### src/rtl/link_8b9b_pkg.sv
package link_8b9b_pkg;

	// Link format
	localparam int word_width = 8;         // Data bits per word
	localparam int samples_per_bit = 4;    // Line samples per clk cycle
	localparam int min_idle_bits = 7;      // Sync gap of high bits ahead of every frame

	// Block sizes
	localparam int tx_queue_depth = 8;
	localparam int rx_reset_hold = 4;      // Receiver stays in reset this long after reset falls

	// Counter and index widths
	localparam int queue_ptr_width = $clog2(tx_queue_depth);
	localparam int queue_cnt_width = $clog2(tx_queue_depth + 1);
	localparam int bit_cnt_width = $clog2(word_width + 1);
	localparam int idle_cnt_width = $clog2(min_idle_bits + 1);
	localparam int sample_idx_width = $clog2(samples_per_bit);

	// Receiver word assembly
	typedef enum logic [1:0] {
		idle    = 2'b00,    // Waiting for the start edge
		once    = 2'b01,    // First data bit still in the pipeline
		receive = 2'b10,    // Shifting in data bits
		commit  = 2'b11     // Word out and marker check
	} rx_state_t;

endpackage

### src/rtl/tx_word_if.sv
interface tx_word_if import link_8b9b_pkg::*; ();

	logic [word_width-1:0] word;    // Head entry data
	logic                  last;    // Head entry closes its frame
	logic                  empty;   // Nothing queued
	logic                  read;    // One-cycle pop strobe

	// Queue side owns the head entry
	modport queue (
		output word,
		output last,
		output empty,
		input  read
	);

	// Framer side only pops
	modport framer (
		input  word,
		input  last,
		input  empty,
		output read
	);

endinterface

### src/rtl/tx_word_queue.sv
module tx_word_queue import link_8b9b_pkg::*; (
	input  logic                  clk,
	input  logic                  async_reset,
	input  logic [word_width-1:0] word,
	input  logic                  last,
	input  logic                  write,
	output logic                  full,
	tx_word_if.queue              q
);

	logic [word_width:0]        mem [tx_queue_depth];  // {last, word} per entry
	logic [queue_ptr_width-1:0] wr_ptr;
	logic [queue_ptr_width-1:0] rd_ptr;
	logic [queue_cnt_width-1:0] count;                 // Entries held
	logic                       push;
	logic                       pop;

	// Step a pointer round the ring
	function automatic logic [queue_ptr_width-1:0] next_ptr(
		input logic [queue_ptr_width-1:0] ptr
	);
		if (ptr == queue_ptr_width'(tx_queue_depth - 1))
			return '0;
		return ptr + 1'b1;
	endfunction

	assign push = write && !full;       // A write into a full queue is lost
	assign pop  = q.read && !q.empty;

	// Flags straight from the count
	assign full    = (count == queue_cnt_width'(tx_queue_depth));
	assign q.empty = (count == '0);

	// Head entry shown to the framer
	assign {q.last, q.word} = mem[rd_ptr];

	always_ff @(posedge clk) begin
		if (push)
			mem[wr_ptr] <= {last, word};
	end

	always_ff @(posedge clk) begin
		if (async_reset) begin
			wr_ptr <= '0;
			rd_ptr <= '0;
			count  <= '0;
		end else begin
			if (push)
				wr_ptr <= next_ptr(wr_ptr);
			if (pop)
				rd_ptr <= next_ptr(rd_ptr);   // Next entry visible a cycle later
			// Push and pop together leave the count alone
			count <= count + queue_cnt_width'(push) - queue_cnt_width'(pop);
		end
	end

endmodule

### src/rtl/tx_framer_8b9b.sv
module tx_framer_8b9b import link_8b9b_pkg::*; (
	input  logic      clk,
	input  logic      async_reset,
	tx_word_if.framer q,
	output logic      line
);

	logic [word_width:0]       shift;      // Marker in bit 0 with the data above it
	logic [bit_cnt_width-1:0]  bit_cnt;    // Bits still to follow the one on the line
	logic [idle_cnt_width-1:0] gap_cnt;    // High bits sent since the last frame
	logic                      active;     // Marker or data bit on the line
	logic                      in_frame;   // Opening marker sent and frame not closed
	logic                      word_last;  // Last flag of the word on the line
	logic                      word_end;
	logic                      gap_done;

	// Line driven straight off the shifter which holds all ones when idle
	assign line = shift[0];

	assign word_end = active && (bit_cnt == '0);    // Last data bit going out
	assign gap_done = (gap_cnt == idle_cnt_width'(min_idle_bits));

	// Pop when the next marker can go out on the following bit
	// Back to back inside a frame and after the gap for a new one
	assign q.read = !q.empty &&
		(word_end ? !word_last : (!active && (in_frame || gap_done)));

	always_ff @(posedge clk) begin
		if (async_reset) begin
			shift     <= '1;               // Line idles high
			bit_cnt   <= '0;
			gap_cnt   <= '0;
			active    <= 1'b0;
			in_frame  <= 1'b0;
			word_last <= 1'b0;
		end else if (q.read) begin
			// Word loaded behind a 0 marker that opens or continues the frame
			shift     <= {q.word, 1'b0};
			bit_cnt   <= bit_cnt_width'(word_width);
			word_last <= q.last;
			active    <= 1'b1;
			in_frame  <= 1'b1;
			gap_cnt   <= '0;
		end else if (active) begin
			shift <= {1'b1, shift[word_width:1]};   // LSB first with ones filling behind
			if (word_end) begin
				active <= 1'b0;
				if (word_last) begin
					// The closing 1 counts as the first idle bit
					in_frame <= 1'b0;
					gap_cnt  <= idle_cnt_width'(1);
				end
				// Otherwise the queue ran dry and the line holds high until a word arrives
			end else begin
				bit_cnt <= bit_cnt - 1'b1;
			end
		end else if (!in_frame && !gap_done) begin
			gap_cnt <= gap_cnt + 1'b1;     // Counting out the sync gap
		end
	end

endmodule

### src/rtl/oversampling_rx_8b9b.sv
module oversampling_rx_8b9b import link_8b9b_pkg::*; (
	input  logic                       clk,
	input  logic                       async_reset,
	input  logic                       enable,
	input  logic [samples_per_bit-1:0] samples,
	output logic [word_width-1:0]      word_out,
	output logic                       word_write,
	output logic                       frame_complete
);

	logic [rx_reset_hold-1:0]    hold_sr;          // Reset stretch
	logic                        hold_reset;
	logic [samples_per_bit-1:0]  int_data;         // Bit 0 is the earliest sample
	logic [samples_per_bit-1:0]  r_int_data;       // Previous nibble
	logic                        n_start_detect;   // Low when the nibble held a low sample
	logic [sample_idx_width-1:0] first_low;
	logic [sample_idx_width-1:0] int_latch_point;
	logic [sample_idx_width-1:0] latch_point;      // Locked once per frame
	logic                        int_bit;          // Recovered line bit
	logic [word_width-1:0]       int_result;
	logic [bit_cnt_width-1:0]    bit_counter;
	rx_state_t                   state;

	// Keep the receiver in reset a few cycles past the external reset
	always_ff @(posedge clk) begin
		if (async_reset)
			hold_sr <= '1;
		else
			hold_sr <= hold_sr << 1;
	end

	assign hold_reset = hold_sr[rx_reset_hold-1];

	// Earliest low sample in the nibble
	always_comb begin
		first_low = '0;
		for (int i = samples_per_bit - 1; i >= 0; i--) begin
			if (!int_data[i])
				first_low = sample_idx_width'(i);
		end
	end

	// Sample pipeline
	always_ff @(posedge clk) begin
		int_data       <= samples;
		r_int_data     <= int_data;
		n_start_detect <= &int_data;
		// Step one sample past the edge and wrap into the next nibble
		int_latch_point <= first_low + 1'b1;
		// Point 0 sits a nibble later than the rest
		// Taking it from the current nibble lines all phases up in one cycle
		int_bit <= (latch_point == '0) ? int_data[0] : r_int_data[latch_point];
	end

	// Word assembly
	always_ff @(posedge clk) begin
		if (hold_reset) begin
			state          <= idle;
			latch_point    <= '0;
			bit_counter    <= '0;
			word_write     <= 1'b0;
			frame_complete <= 1'b0;
		end else begin
			word_write     <= 1'b0;     // Strobes last one cycle
			frame_complete <= 1'b0;
			case (state)
				idle: begin
					// Enable only counts here so a frame always runs to its end
					if (enable && !n_start_detect) begin
						latch_point <= int_latch_point;
						bit_counter <= bit_cnt_width'(word_width - 1);
						state       <= once;
					end
				end
				once: begin
					state <= receive;     // int_bit catches up with the new phase
				end
				receive: begin
					bit_counter <= bit_counter - 1'b1;
					if (bit_counter == '0)
						state <= commit;
				end
				commit: begin
					word_write  <= 1'b1;
					bit_counter <= bit_cnt_width'(word_width - 1);
					// int_bit now holds the marker
					if (int_bit) begin
						frame_complete <= 1'b1;
						state          <= idle;
					end else begin
						state <= receive;     // Another word follows
					end
				end
				default: state <= idle;
			endcase
		end
	end

	// Data shifter and output word
	always_ff @(posedge clk) begin
		if (state == receive)
			int_result <= {int_bit, int_result[word_width-1:1]};   // LSB arrives first
		if (state == commit)
			word_out <= int_result;
	end

endmodule

### src/rtl/link_8b9b_top.sv
module link_8b9b_top import link_8b9b_pkg::*; (
	input  logic                       clk,
	input  logic                       async_reset,
	input  logic [word_width-1:0]      tx_word,
	input  logic                       tx_last,
	input  logic                       tx_write,
	input  logic                       rx_enable,
	input  logic [samples_per_bit-1:0] rx_samples,
	output logic                       tx_full,
	output logic                       tx_line,
	output logic [word_width-1:0]      rx_word,
	output logic                       rx_word_write,
	output logic                       rx_frame_complete
);

	// Queue head to framer
	tx_word_if u_word_if ();

	// Transmit side
	tx_word_queue u_queue (
		.clk         (clk),
		.async_reset (async_reset),
		.word        (tx_word),
		.last        (tx_last),
		.write       (tx_write),
		.full        (tx_full),
		.q           (u_word_if.queue)
	);

	tx_framer_8b9b u_framer (
		.clk         (clk),
		.async_reset (async_reset),
		.q           (u_word_if.framer),
		.line        (tx_line)
	);

	// Receive side runs off the sampled line
	oversampling_rx_8b9b u_rx (
		.clk            (clk),
		.async_reset    (async_reset),
		.enable         (rx_enable),
		.samples        (rx_samples),
		.word_out       (rx_word),
		.word_write     (rx_word_write),
		.frame_complete (rx_frame_complete)
	);

endmodule

### config.mk
export PLATFORM = sky130hd
export DESIGN_NAME = link_8b9b_top
export DESIGN_NICKNAME = d
export VERILOG_FILES = /design/src/rtl/link_8b9b_pkg.sv /design/src/rtl/tx_word_if.sv /design/src/rtl/tx_word_queue.sv /design/src/rtl/tx_framer_8b9b.sv /design/src/rtl/oversampling_rx_8b9b.sv /design/src/rtl/link_8b9b_top.sv
export SDC_FILE = /design/constraint.sdc
export NUM_CORES = 1
export LEC_CHECK = 0
export BUFFER_PORTS_ARGS = -buffer_cell sky130_fd_sc_hd__buf_2
export CAP_MARGIN = 25
export CORE_MARGIN = 3
export CORE_UTILIZATION = 44
export DETAILED_ROUTE_END_ITERATION = 6
export GPL_TIMING_DRIVEN = 0
export PLACE_DENSITY_LB_ADDON = 0.08
export SETUP_SLACK_MARGIN = 0.3
export SLEW_MARGIN = 30
export SYNTH_ARGS = -nofsm -noshare
export SYNTH_HDL_FRONTEND = slang
export SYNTH_HIERARCHICAL = 1
export SYNTH_SLANG_ARGS = --single-unit
### constraint.sdc
create_clock -name clk -period 4.1 [get_ports clk]
set_input_delay 0 -clock clk [delete_from_list [all_inputs] [get_ports clk]]
set_output_delay 0 -clock clk [all_outputs]
set_load 0.05 [all_outputs]
# --- Word level (Yosys, flattened, before mapping) ---
# Memories as Yosys holds them, arrays and structs flattened. A register that Yosys moved wholly into a read port is not among the register bits.
# Index checks and enable logic that the tools add are counted.
totals:
  wordCells: 130
  latchBits: 0
  in_bits: 17
  ff_bits: 71
  rom_bits: 0
  n_memories: 1
  ramBits: 72
op_classes:
  n_div: 0
  n_shift: 0
  mul: 0
  n_addsub: 8
  magnitude_cmp: 1
  bitwise: 2
  n_reduce_logical: 35
  n_eq_ne: 12
  mux: 47
memory_table:
  columns: ["memory", "words", "width", "read_ports", "rd_clocked_by_memory_dff", "write_ports", "line_no", "source"]
  rows:
  - ["u_queue.mem", 8, 9, 1, 1, 1, "tx_word_queue.sv:11", "logic [word_width:0] mem [tx_queue_depth];"]
ops:
  columns: ["cell", "n"]
  rows:
  - ["$mux W3", 10]
  - ["$mux W1", 21]
  - ["$mux W9", 2]
  - ["$mux W4", 4]
  - ["$mux W2", 7]
  - ["$logic_not A4 Y1", 3]
  - ["$pmux W4 S3", 1]
  - ["$reduce_and A2 Y1", 5]
  - ["$add A3 B1 Y3 const B", 3]
  - ["$eq A3 B3 Y1 const B", 3]
  - ["$pmux W2 S4", 1]
  - ["$reduce_bool A2 Y1", 4]
  - ["$sub A4 B1 Y4 const B", 2]
  - ["$logic_and A1 B1 Y1", 7]
  - ["$logic_not A1 Y1", 7]
  - ["$ne A2 B2 Y1 const B", 3]
  - ["$reduce_and A3 Y1", 2]
  - ["$add A4 B1 Y4", 1]
  - ["$eq A2 B2 Y1 const B", 2]
  - ["$eq A4 B4 Y1 const B", 1]
  - ["$logic_not A2 Y1", 2]
  - ["$ne A2 B1 Y1 const B", 2]
  - ["$reduce_and A4 Y1", 1]
  - ["$reduce_or A2 Y1", 2]
  - ["8 further kinds", 9]

# --- Logic depth before layout (Yosys ltp) ---
# Gate-level depths: netlist of run 1.
depth:
  depth_word: 11
  depth_mapped: 16
  ltp_nobuf: 15

# --- Hierarchy ---
# Netlist of run 1, hierarchy kept.
by_module_without_submodules:
  columns: ["module", "cells_per_inst", "n_inst", "area_per_inst_um2", "seq_area_each_um2"]
  rows:
  - ["tx_word_queue", 183, 1, 3467.1, 2422.3]
  - ["oversampling_rx_8b9b", 84, 1, 1287.5, 980.9]
  - ["tx_framer_8b9b", 101, 1, 960.9, 380.4]

# --- Worst setup path before layout of run 1 ---
# OpenSTA, ideal clock, no wires.
synth_timing:
  path_kind: "reg-to-reg"
  start: "register u_framer.bit_cnt[0]"
  end: "register u_queue.count[2]"
  synth_period_minus_slack_ns: 2.863
  path_buffers: 1
  t_arrival_ns: 2.735
  t_required_ns: 3.972
  setup_ns: 0.128
  path_stages_with_launch: 16
  setup_slack_ns: 1.237
  cell_sequence: "dfxtp_1 -> inv_1 -> ha_1 -> or4b_1 -> a211o_2 -> clkinv_4 -> buf_12 -> inv_1 -> nor2_1 -> ha_1 -> inv_1 -> ha_1 -> inv_1 -> fa_1 -> xor2_1 -> nor2_1"
synth_between:
  elab_chain_len: 6
synth_rtl:
  columns: ["item", "line_no", "source"]
  rows:
  - ["start, declared", "tx_framer_8b9b.sv:9", "logic [bit_cnt_width-1:0] bit_cnt;"]
  - ["start signal, assigned", "tx_framer_8b9b.sv:39", "bit_cnt <= bit_cnt_width'(word_width);"]
  - ["start signal, assigned", "tx_framer_8b9b.sv:55", "bit_cnt <= bit_cnt - 1'b1;"]
  - ["$logic_not A4 Y1", "tx_framer_8b9b.sv:20", "assign word_end = active && (bit_cnt == '0);"]
  - ["$logic_and A1 B1 Y1", "tx_framer_8b9b.sv:20", null]
  - ["$mux W1", "tx_framer_8b9b.sv:26", "(word_end ? !word_last : (!active && (in_frame || gap_done)));"]
  - ["$logic_and A1 B1 Y1", "tx_framer_8b9b.sv:25", "assign q.read = !q.empty &&"]
  - ["net u_word_if.read", "tx_word_if.sv:6", "logic read;"]
  - ["$logic_and A1 B1 Y1", "tx_word_queue.sv:28", "assign pop = q.read && !q.empty;"]
  - ["$sub A4 B1 Y4", "tx_word_queue.sv:53", "count <= count + queue_cnt_width'(push) - queue_cnt_width'(pop);"]
  - ["end signal, assigned", "tx_word_queue.sv:53", null]
  - ["end, declared", "tx_word_queue.sv:14", "logic [queue_cnt_width-1:0] count;"]
# The timed path passes the listed nets, and every way through them passes these cells.
# A chain may end at the register's enable or synchronous reset.

# --- Final worst setup path of run 1 ---
layout_timing:
  start: "register u_queue.count[2]"
  end: "register u_queue.count[2]"
layout_between:
  elab_chain_len: 5
  word_cells_on_any_way: 9
  classes_between: "2 x add/sub; 1 x eq/ne; 6 x reduce/logical"
layout_rtl:
  columns: ["item", "line_no", "source"]
  rows:
  - ["$logic_not A4 Y1", "tx_word_queue.sv:32", "assign q.empty = (count == '0);"]
  - ["net u_word_if.empty", "tx_word_if.sv:5", "logic empty;"]
  - ["$logic_not A1 Y1", "tx_framer_8b9b.sv:25", null]
  - ["$logic_and A1 B1 Y1", "tx_framer_8b9b.sv:25", null]
  - ["net u_word_if.read", "tx_word_if.sv:6", null]
  - ["$logic_and A1 B1 Y1", "tx_word_queue.sv:28", null]
  - ["$sub A4 B1 Y4", "tx_word_queue.sv:53", null]
# The timed path passes the listed nets, and every way through them passes these cells.

==> results of run 1 <==
metal layers:
layer / global-route usage (%) / vias to the layer above / wire (microns) / share of wire [%]
met5: 0 / - / 0 / 0
met4: 6.16 / 0 / 134 / 1.3
met3: 4.57 / 12 / 314 / 3.1
met2: 22.5 / 48 / 4720 / 47
met1: 20.6 / 1541 / 4870 / 48
li1: - / 1549 / - / -
repair_timing:
| action | CTS | global route |
|---|---|---|
| hold buffers | 15 | 0 |
| setup endpoints to repair | 0 | 0 |
| endpoints found under the hold margin | 83 | 0 |
where the power goes:
group / leakage (nW) / internal (mW) / switching, mW
sequential: 1.26 / 1.63 / 0.0402
clock: 0.280 / 0.889 / 0.581
combinational: 0.906 / 0.158 / 0.193
total: 2.45 / 2.67 / 0.814
cells in the final DEF (no fill, tap or decap), types with 9 or more instances in the layout:
master and instances:
dlygate4sd3_1 15, a211oi_1 12, mux4_1 10, edfxtp_1 88
mux4_2 9, mux2i_1 12, ha_1 15, buf_2 34
inv_1 18, nor2_1 19, dfxtp_1 57, clkbuf_16 17
o21ai_0 9, a21oi_1 12, nand2_1 10
kinds of logic (layout without fill, tap and decap cells):
logic type | count (synthesis) | in the layout
AOI/OAI and AO/OA | 50 | 50
xor gates and xnor gates | 1 | 1
adders and majority gates | 16 | 16
buffers and inverters | 35 | 116
DFF | 145 | 145
muxes | 40 | 40
and+or+nand+nor | 81 | 81
worst paths after layout:
path                                                   from                          endpoint  slack (ps)  depth (start not counted)
worst min register to register     u_rx/int_data[3]$_DFF_P_        u_rx/r_int_data[3]$_DFF_P_         370                          0
worst max-delay path            u_queue/count[2]$_SDFF_PP0_       u_queue/count[2]$_SDFF_PP0_         920                         16
worst max register to register  u_queue/count[2]$_SDFF_PP0_       u_queue/count[2]$_SDFF_PP0_         920                         16
worst min-delay path                              rx_enable  u_rx/latch_point[1]$_SDFFE_PP0P_          50                          4
worst min-delay path: cells and delay by family:
| family | cells | cell delay, ps |
|---|---|---|
| multiplexers | 1 | 110 |
| buffers and inverters | 1 | 100 |
| AND/OR/NAND/NOR | 2 | 220 |
synth_stat cells (2+ instances only):
cell type,instances
or2_2,3
o211ai_1,2
dfxtp_1,57
ha_1,15
inv_1,18
a21oi_1,12
mux2i_1,12
clkbuf_1,8
nor2_1,22
mux2_4,8
nand2_1,10
or3b_2,3
nand2b_1,5
buf_12,2
o21ai_0,9
mux4_2,9
or3_1,2
or4_1,2
nand3_1,6
nor3_1,6
mux4_1,10
nor4b_1,2
buf_2,4
a211oi_1,12
edfxtp_1,88
a221oi_1,2
nor2b_1,8
stage by stage:
step           utilization, %  setup WS (ps)
6_report                 54.2            916
5_1_grt                  54.2            733
4_1_cts                  54.1            935
3_5_place_dp             48.5            951
3_3_place_gp             47.9            946
2_1_floorplan               -           1240
area by class of cell:
type | count | area (sq um)
Multi-Input combinational cell | 188 | 1780
Fill cell | 1059 | 5800
Buffer | 15 | 101
Inverter | 20 | 80.1
Clock inverter | 15 | 144
Clock buffer | 17 | 425
Tap cell | 172 | 215
Timing Repair Buffer | 49 | 334
Sequential cell | 145 | 3780
state kept, by name, summed over array words and instances (netlist names), 4 cells and up, named ones only:
register / cells
u_queue/mem: 72
u_rx/word_out: 8
u_queue/count: 4
u_rx/bit_counter: 4
u_framer/bit_cnt: 4
u_rx/int_data: 4
u_rx/int_result: 8
u_framer/shift: 9
u_rx/hold_sr: 4
==> reports/results.txt, run 1 <==
Outcome: finished clean
Yosys cell types: 58
Drc violations: 0
Post-synthesis mux area share: 12.5%
N_diodes: 0
First-pass GRT wire length: 16.3 mm
Root buffer cell: clkbuf_16
Area delta synth->final: 20.2%
WL final: 10.0 mm
Largest net degree at the start of global routing: 17
Finished Cell Area: 0.00687 sq mm
Setup TNS: 0 ps
Post-CTS setup repair buffer count: 0
Synthesized Nets: 401
Max-slew headroom: 46.2%
XOR/XNOR Fraction of Synth Area: 0.153%
Delay-heaviest family, CP: adder cells
Global Route Usage Sum: 15.1%
Worst Skew: 8.71 ps
Synth Area in Simple Gates: 8.32%
CTS tree: yes
DRT antenna net count: 0
CP dominant cell by count: inv_1
Crit path required time: 4390 ps
Slowest cell delay on critical path: 480 ps
Drt via density: 5.07
Total power: 3.49 mW
Critical path buffer and inverter count: 7
Max Slew Vio Count: 0
Clk buf depth: 2
Area of placed instances: 0.00614 sq mm
Drt pass-1 iters: 6
Synthesis Warnings: 6
Io pins: 29
Initial antenna violation count: 0
Crit share post-route: 77.7%
Die height: 120 microns
Placed Cells: 574
Crit end category: flip-flop
Starting Density: 45.1%
Largest family of logic cells by synthesized area: multiplexers
Die Width: 120 microns
Register area share after synthesis: 66.2%
Total CTS buffers: 17
Worst path cell trace: inv_1 -> ha_1 -> or3b_2 -> inv_1 -> a211o_2 -> clkinv_4 -> buf_12 -> inv_1 -> nor2_1 -> ha_1 -> inv_1 -> ha_1 -> inv_1 -> fa_1 -> xor2_1 -> nor2_1
Max Cap Viol: 0
Rows: 41
Post-detailed-route wirelength per cell: 16.2 microns
H-tree levels: 4
Gate count after technology mapping: 368
Yosys reg bits: 145
Largest area contributor in the netlist: edfxtp_1
DR vias: 3150
Leak: 2.45 nW
Max FO, Critical Path: 12
Core footprint: 0.0127 sq mm
First DRT Iteration DRCs: 197
Post_cts resized: 0
Gr ovfl total: 0
Clock Latency Late Sink: 420 ps
Post-DP HPWL: 6.58 mm
Top_reg_cell synth: edfxtp_1
F_max: 314 MHz
Top cell type's share of synthesized area: 46.2%
HP Class: input pin to flip-flop
Worst-path clk slew: 60 ps
Die area: 0.0144 sq mm
Max VDD drop: 0.271 mV
Nets: 469
Final hold violation count: 0
Worst slew pin tran: 807 ps
Port buffer count: 28
Main area contributors after synthesis: edfxtp_1, dfxtp_1, mux4_1
FFs w/ async S/R, synth: 0%
Worst endpoint data arrival time: 3470 ps
Final hold slack: 50.2 ps
Compound-Gate Fraction of Synth Area: 5.98%
Critical path's slowest cell: or3b_2
CP startpoint kind: flip-flop
PwrDens: 508 mW/mm^2
CTS sink count: 145
Fin cells: 621
Post-Synth Adder-Cell Area: 3.63%
Post-layout minimum cycle time: 3180 ps
Unrepaired setup endpoints after global routing: false
GPL Wtd Cong: 0.755
Worst Setup Path Type: flip-flop to flip-flop
Number of synthesized flops with an enable pin: 88
Syn Std Cell Area: 0.00572 sq mm
Vias in the first global route: 3129
Setup violations, final: 0
Layout cells sized above 1: 25.6%
Mean Syn Cell Area: 15.5 sq um
Note: power is estimated with default switching activity, not from simulation.
==> run 2: changes to the inputs <==
- ABC_AREA: default -> 1
- clock period: 4.1 -> 3.12 ns (I/O delays scaled with it)
==> run 2 against run 1 <==
Count of clock-buffer cells in the layout is 7 higher. Critical path depth stayed put. Final cell count is 47% higher. Core utilization is 0.81 points higher. Power is 41% higher. Fmax is 22% higher. Critical endpoint is now u_queue/count[1]$_SDFF_PP0_. Highest routed layer unchanged.
==> reports/results.txt, run 2 <==
Clk buf depth: 2 (unchanged)
Max Slew Vio Count: 0 (unchanged)
Syn Std Cell Area: 0.00620 sq mm (was 0.00572 sq mm)
Global Route Usage Sum: 16.1% (was 15.1%)
Unrepaired setup endpoints after global routing: false (unchanged)
Largest area contributor in the netlist: edfxtp_1 (unchanged)
Die Width: 125 microns (was 120 microns)
WL final: 11.9 mm (was 10.0 mm)
Crit end category: flip-flop (unchanged)
Core footprint: 0.0135 sq mm (was 0.0127 sq mm)
Met3 Use GR: 4.46% (was 4.57%)
Reg2Reg Launch Point: u_queue/count[2]$_SDFF_PP0_ (unchanged)
Starting Density: 45.9% (was 45.1%)
Rows: 42 (was 41)
Root buffer cell: clkbuf_16 (unchanged)
HP Class: input pin to flip-flop (unchanged)
Largest Register: u_queue/mem (unchanged)
DRT antenna net count: 0 (unchanged)
Yosys reg bits: 145 (unchanged)
First DRT Iteration DRCs: 248 (was 197)
Layer with the highest usage: met2 (unchanged)
CP startpoint kind: flip-flop (unchanged)
Drt via density: 4.69 (was 5.07)
Main area contributors after synthesis: edfxtp_1, dfxtp_1, nand2_1 (was edfxtp_1, dfxtp_1, mux4_1)
Largest net degree at the start of global routing: 17 (unchanged)
Die height: 125 microns (was 120 microns)
Port buffer count: 28 (unchanged)
Yosys cell types: 34 (was 58)
Max FFs per register: 72 (unchanged)
Worst Setup EP: u_queue/count[1]$_SDFF_PP0_ (was u_queue/count[2]$_SDFF_PP0_)
Nets: 759 (was 469)
Drt pass-1 iters: 4 (was 6)
Post-DP HPWL: 8.03 mm (was 6.58 mm)
RR Endpoint: u_queue/count[1]$_SDFF_PP0_ (was u_queue/count[2]$_SDFF_PP0_)
Final setup margin: 508 ps (was 916 ps)
Gate count after technology mapping: 651 (was 368)
Register area share after synthesis: 61.1% (was 66.2%)
Mean Syn Cell Area: 9.52 sq um (was 15.5 sq um)
Initial antenna violation count: 0 (unchanged)
Post-layout minimum cycle time: 2610 ps (was 3180 ps)
Drc violations: 0 (unchanged)
Max FO, Critical Path: 8 (was 12)
R2r setup slk: 510 ps (was 920 ps)
Top_reg_cell synth: edfxtp_1 (unchanged)
Max Cap Viol: 0 (unchanged)
Biggest regs: u_queue/mem: 72 flops, u_framer/shift: 9 flops (unchanged)
Multi-input gate area: 0.00185 sq mm (was 0.00178 sq mm)
Synth top cells by count: nand2_1, inv_1, edfxtp_1 (was edfxtp_1, dfxtp_1, nor2_1)
Top cell type's share of synthesized area: 42.6% (was 46.2%)
Vias in the first global route: 4027 (was 3129)
Register Area: 0.00378 sq mm (unchanged)
Total CTS buffers: 17 (unchanged)
CTS tree: yes (unchanged)
Setup violations, final: 0 (unchanged)
Post-detailed-route wirelength per cell: 13.0 microns (was 16.2 microns)
Number of synthesized flops with an enable pin: 88 (unchanged)
PwrDens: 663 mW/mm^2 (was 508 mW/mm^2)
F_max: 383 MHz (was 314 MHz)
Worst Setup Path Type: flip-flop to flip-flop (unchanged)
H-tree levels: 4 (unchanged)
Total power: 4.93 mW (was 3.49 mW)
N_diodes: 0 (unchanged)
Die area: 0.0155 sq mm (was 0.0144 sq mm)
DR vias: 4289 (was 3150)
Gr ovfl total: 0 (unchanged)
Outcome: finished clean (unchanged)
Io pins: 29 (unchanged)
Most common cell after layout, fill and taps aside: nand2_1 (was edfxtp_1)
Crit share post-route: 83.7% (was 77.7%)
Area delta synth->final: 19.9% (was 20.2%)
GPL Wtd Cong: 0.788 (was 0.755)
Register-to-Register Path Depth: 16 (unchanged)
Final hold violation count: 0 (unchanged)
Setup TNS: 0 ps (unchanged)
Max-slew headroom: 43.3% (was 46.2%)
Worst slew pin tran: 847 ps (was 807 ps)
Synthesized Nets: 684 (was 401)
First-pass GRT wire length: 19.6 mm (was 16.3 mm)
Layout cells sized above 1: 17.2% (was 25.6%)
Worst Skew: 7.96 ps (was 8.71 ps)
Max VDD drop: 0.504 mV (was 0.271 mV)
Crit path required time: 3420 ps (was 4390 ps)
Most frequent cell after synthesis: nand2_1 (was edfxtp_1)
Leak: 3.38 nW (was 2.45 nW)
Worst-path clk slew: 60 ps (about the same)
FFs w/ async S/R, synth: 0% (unchanged)
Worst endpoint data arrival time: 2910 ps (was 3470 ps)
GRT met1 Usage: 20.5% (was 20.6%)
Dpl ws: 65.5 ps (was 951 ps)
Final core occ: 55.0% (was 54.2%)
Critical path origin: u_queue/count[2]$_SDFF_PP0_ (unchanged)
Commonest non-fill, non-tap cells in the layout: nand2_1, inv_1, edfxtp_1, nand3_1, dfxtp_1 (was edfxtp_1, dfxtp_1, buf_2, nor2_1, inv_1)
FILL cells: 1205 (was 1059)
CTS sink count: 145 (unchanged)
Met2 layer usage reported by global route: 25.8% (was 22.5%)
Synthesis Warnings: 6 (unchanged)
Clock Latency Late Sink: 420 ps (about the same)
[run 2: cell types whose count changed in the layout (fill, tap and decap cells not counted), sizes merged, moves of 10 or more]
cell / before / now
nand2: 10 / 191
buf: 41 / 56
nor2: 22 / 35
inv: 20 / 122
mux4: 19 / 0
nand3: 6 / 66
mux2i: 12 / 1
a211oi: 12 / 2
[run 2: cell families after synthesis]
logic type               synth area share (%)
adder cells (fa/ha/maj)                  3.35
AND/OR/NAND/NOR                          22.7
multiplexers                            0.162
flip-flops                               61.1
buffers and inverters                    9.83
AO/OA/AOI/OAI                            2.61
XOR/XNOR                                0.283
[run 2: repair_timing]
item	CTS	global route
endpoints found under the setup margin	2	2
endpoints found under the hold margin	91	0
setup buffers	1	6
resized for setup	2	5
hold buffers	16	0
pin swaps	0	3
[run 2: layout make-up]
class                           count  area share (%)
Inverter                          122            6.30
Clock inverter                      8           0.657
Tap cell                          176            2.96
Buffer                             17            2.04
Sequential cell                   145            50.9
Timing Repair Buffer               56            5.25
Multi-Input combinational cell    367            24.9
Clock buffer                       24            6.96
[run 2: report_power, final]
group	internal (mW)	switching [mW]	leakage (nW)
Combinational	0.304	0.480	1.82
Sequential	2.18	0.0721	1.26
Clock	1.16	0.738	0.287
Total	3.64	1.29	3.38
[run 2: worst max-delay path, cell delays in order (launching register included)]
cell and delay (ps):
dfxtp_1 310, inv_1 70, ha_1 200, nand2_2 90, inv_1 90, a21oi_4 170, nand3_4 120, buf_8 170
inv_4 80, inv_1 40, nor2_1 100, ha_1 240, inv_1 60, ha_2 170, inv_1 50, fa_2 510
nor2_1 40
[run 2: worst min path at each step]
| stage | startpoint | to | slack [ps] | cells after the start |
|---|---|---|---|---|
| 2_1_floorplan | async_reset | u_rx/hold_sr[0]$_DFF_P_ | 30 | 0 |
| 3_3_place_gp | rx_samples[2] | u_rx/int_data[2]$_DFF_P_ | 100 | 1 |
| 3_5_place_dp | rx_samples[2] | u_rx/int_data[2]$_DFF_P_ | 100 | 1 |
| 4_1_cts | rx_samples[2] | u_rx/int_data[2]$_DFF_P_ | 200 | 2 |
| 5_1_grt | rx_samples[1] | u_rx/int_data[1]$_DFF_P_ | 220 | 2 |
| 6_report | rx_samples[2] | u_rx/int_data[2]$_DFF_P_ | 220 | 2 |
[run 2: metal layers]
metal,part of all wire (%),up-vias
li1,-,2226
met1,45,1966
met2,48,78
met3,4.5,19
met4,1.9,0
met5,0,-
[run 2: metrics by stage]
stage	cells	hold WS, ps	instance area, sq um
floorplan	651	27.7	6200
global placement	855	103	6560
finish	915	216	7430
CTS	909	198	7370
global route	915	219	7430
detailed placement	860	104	6630
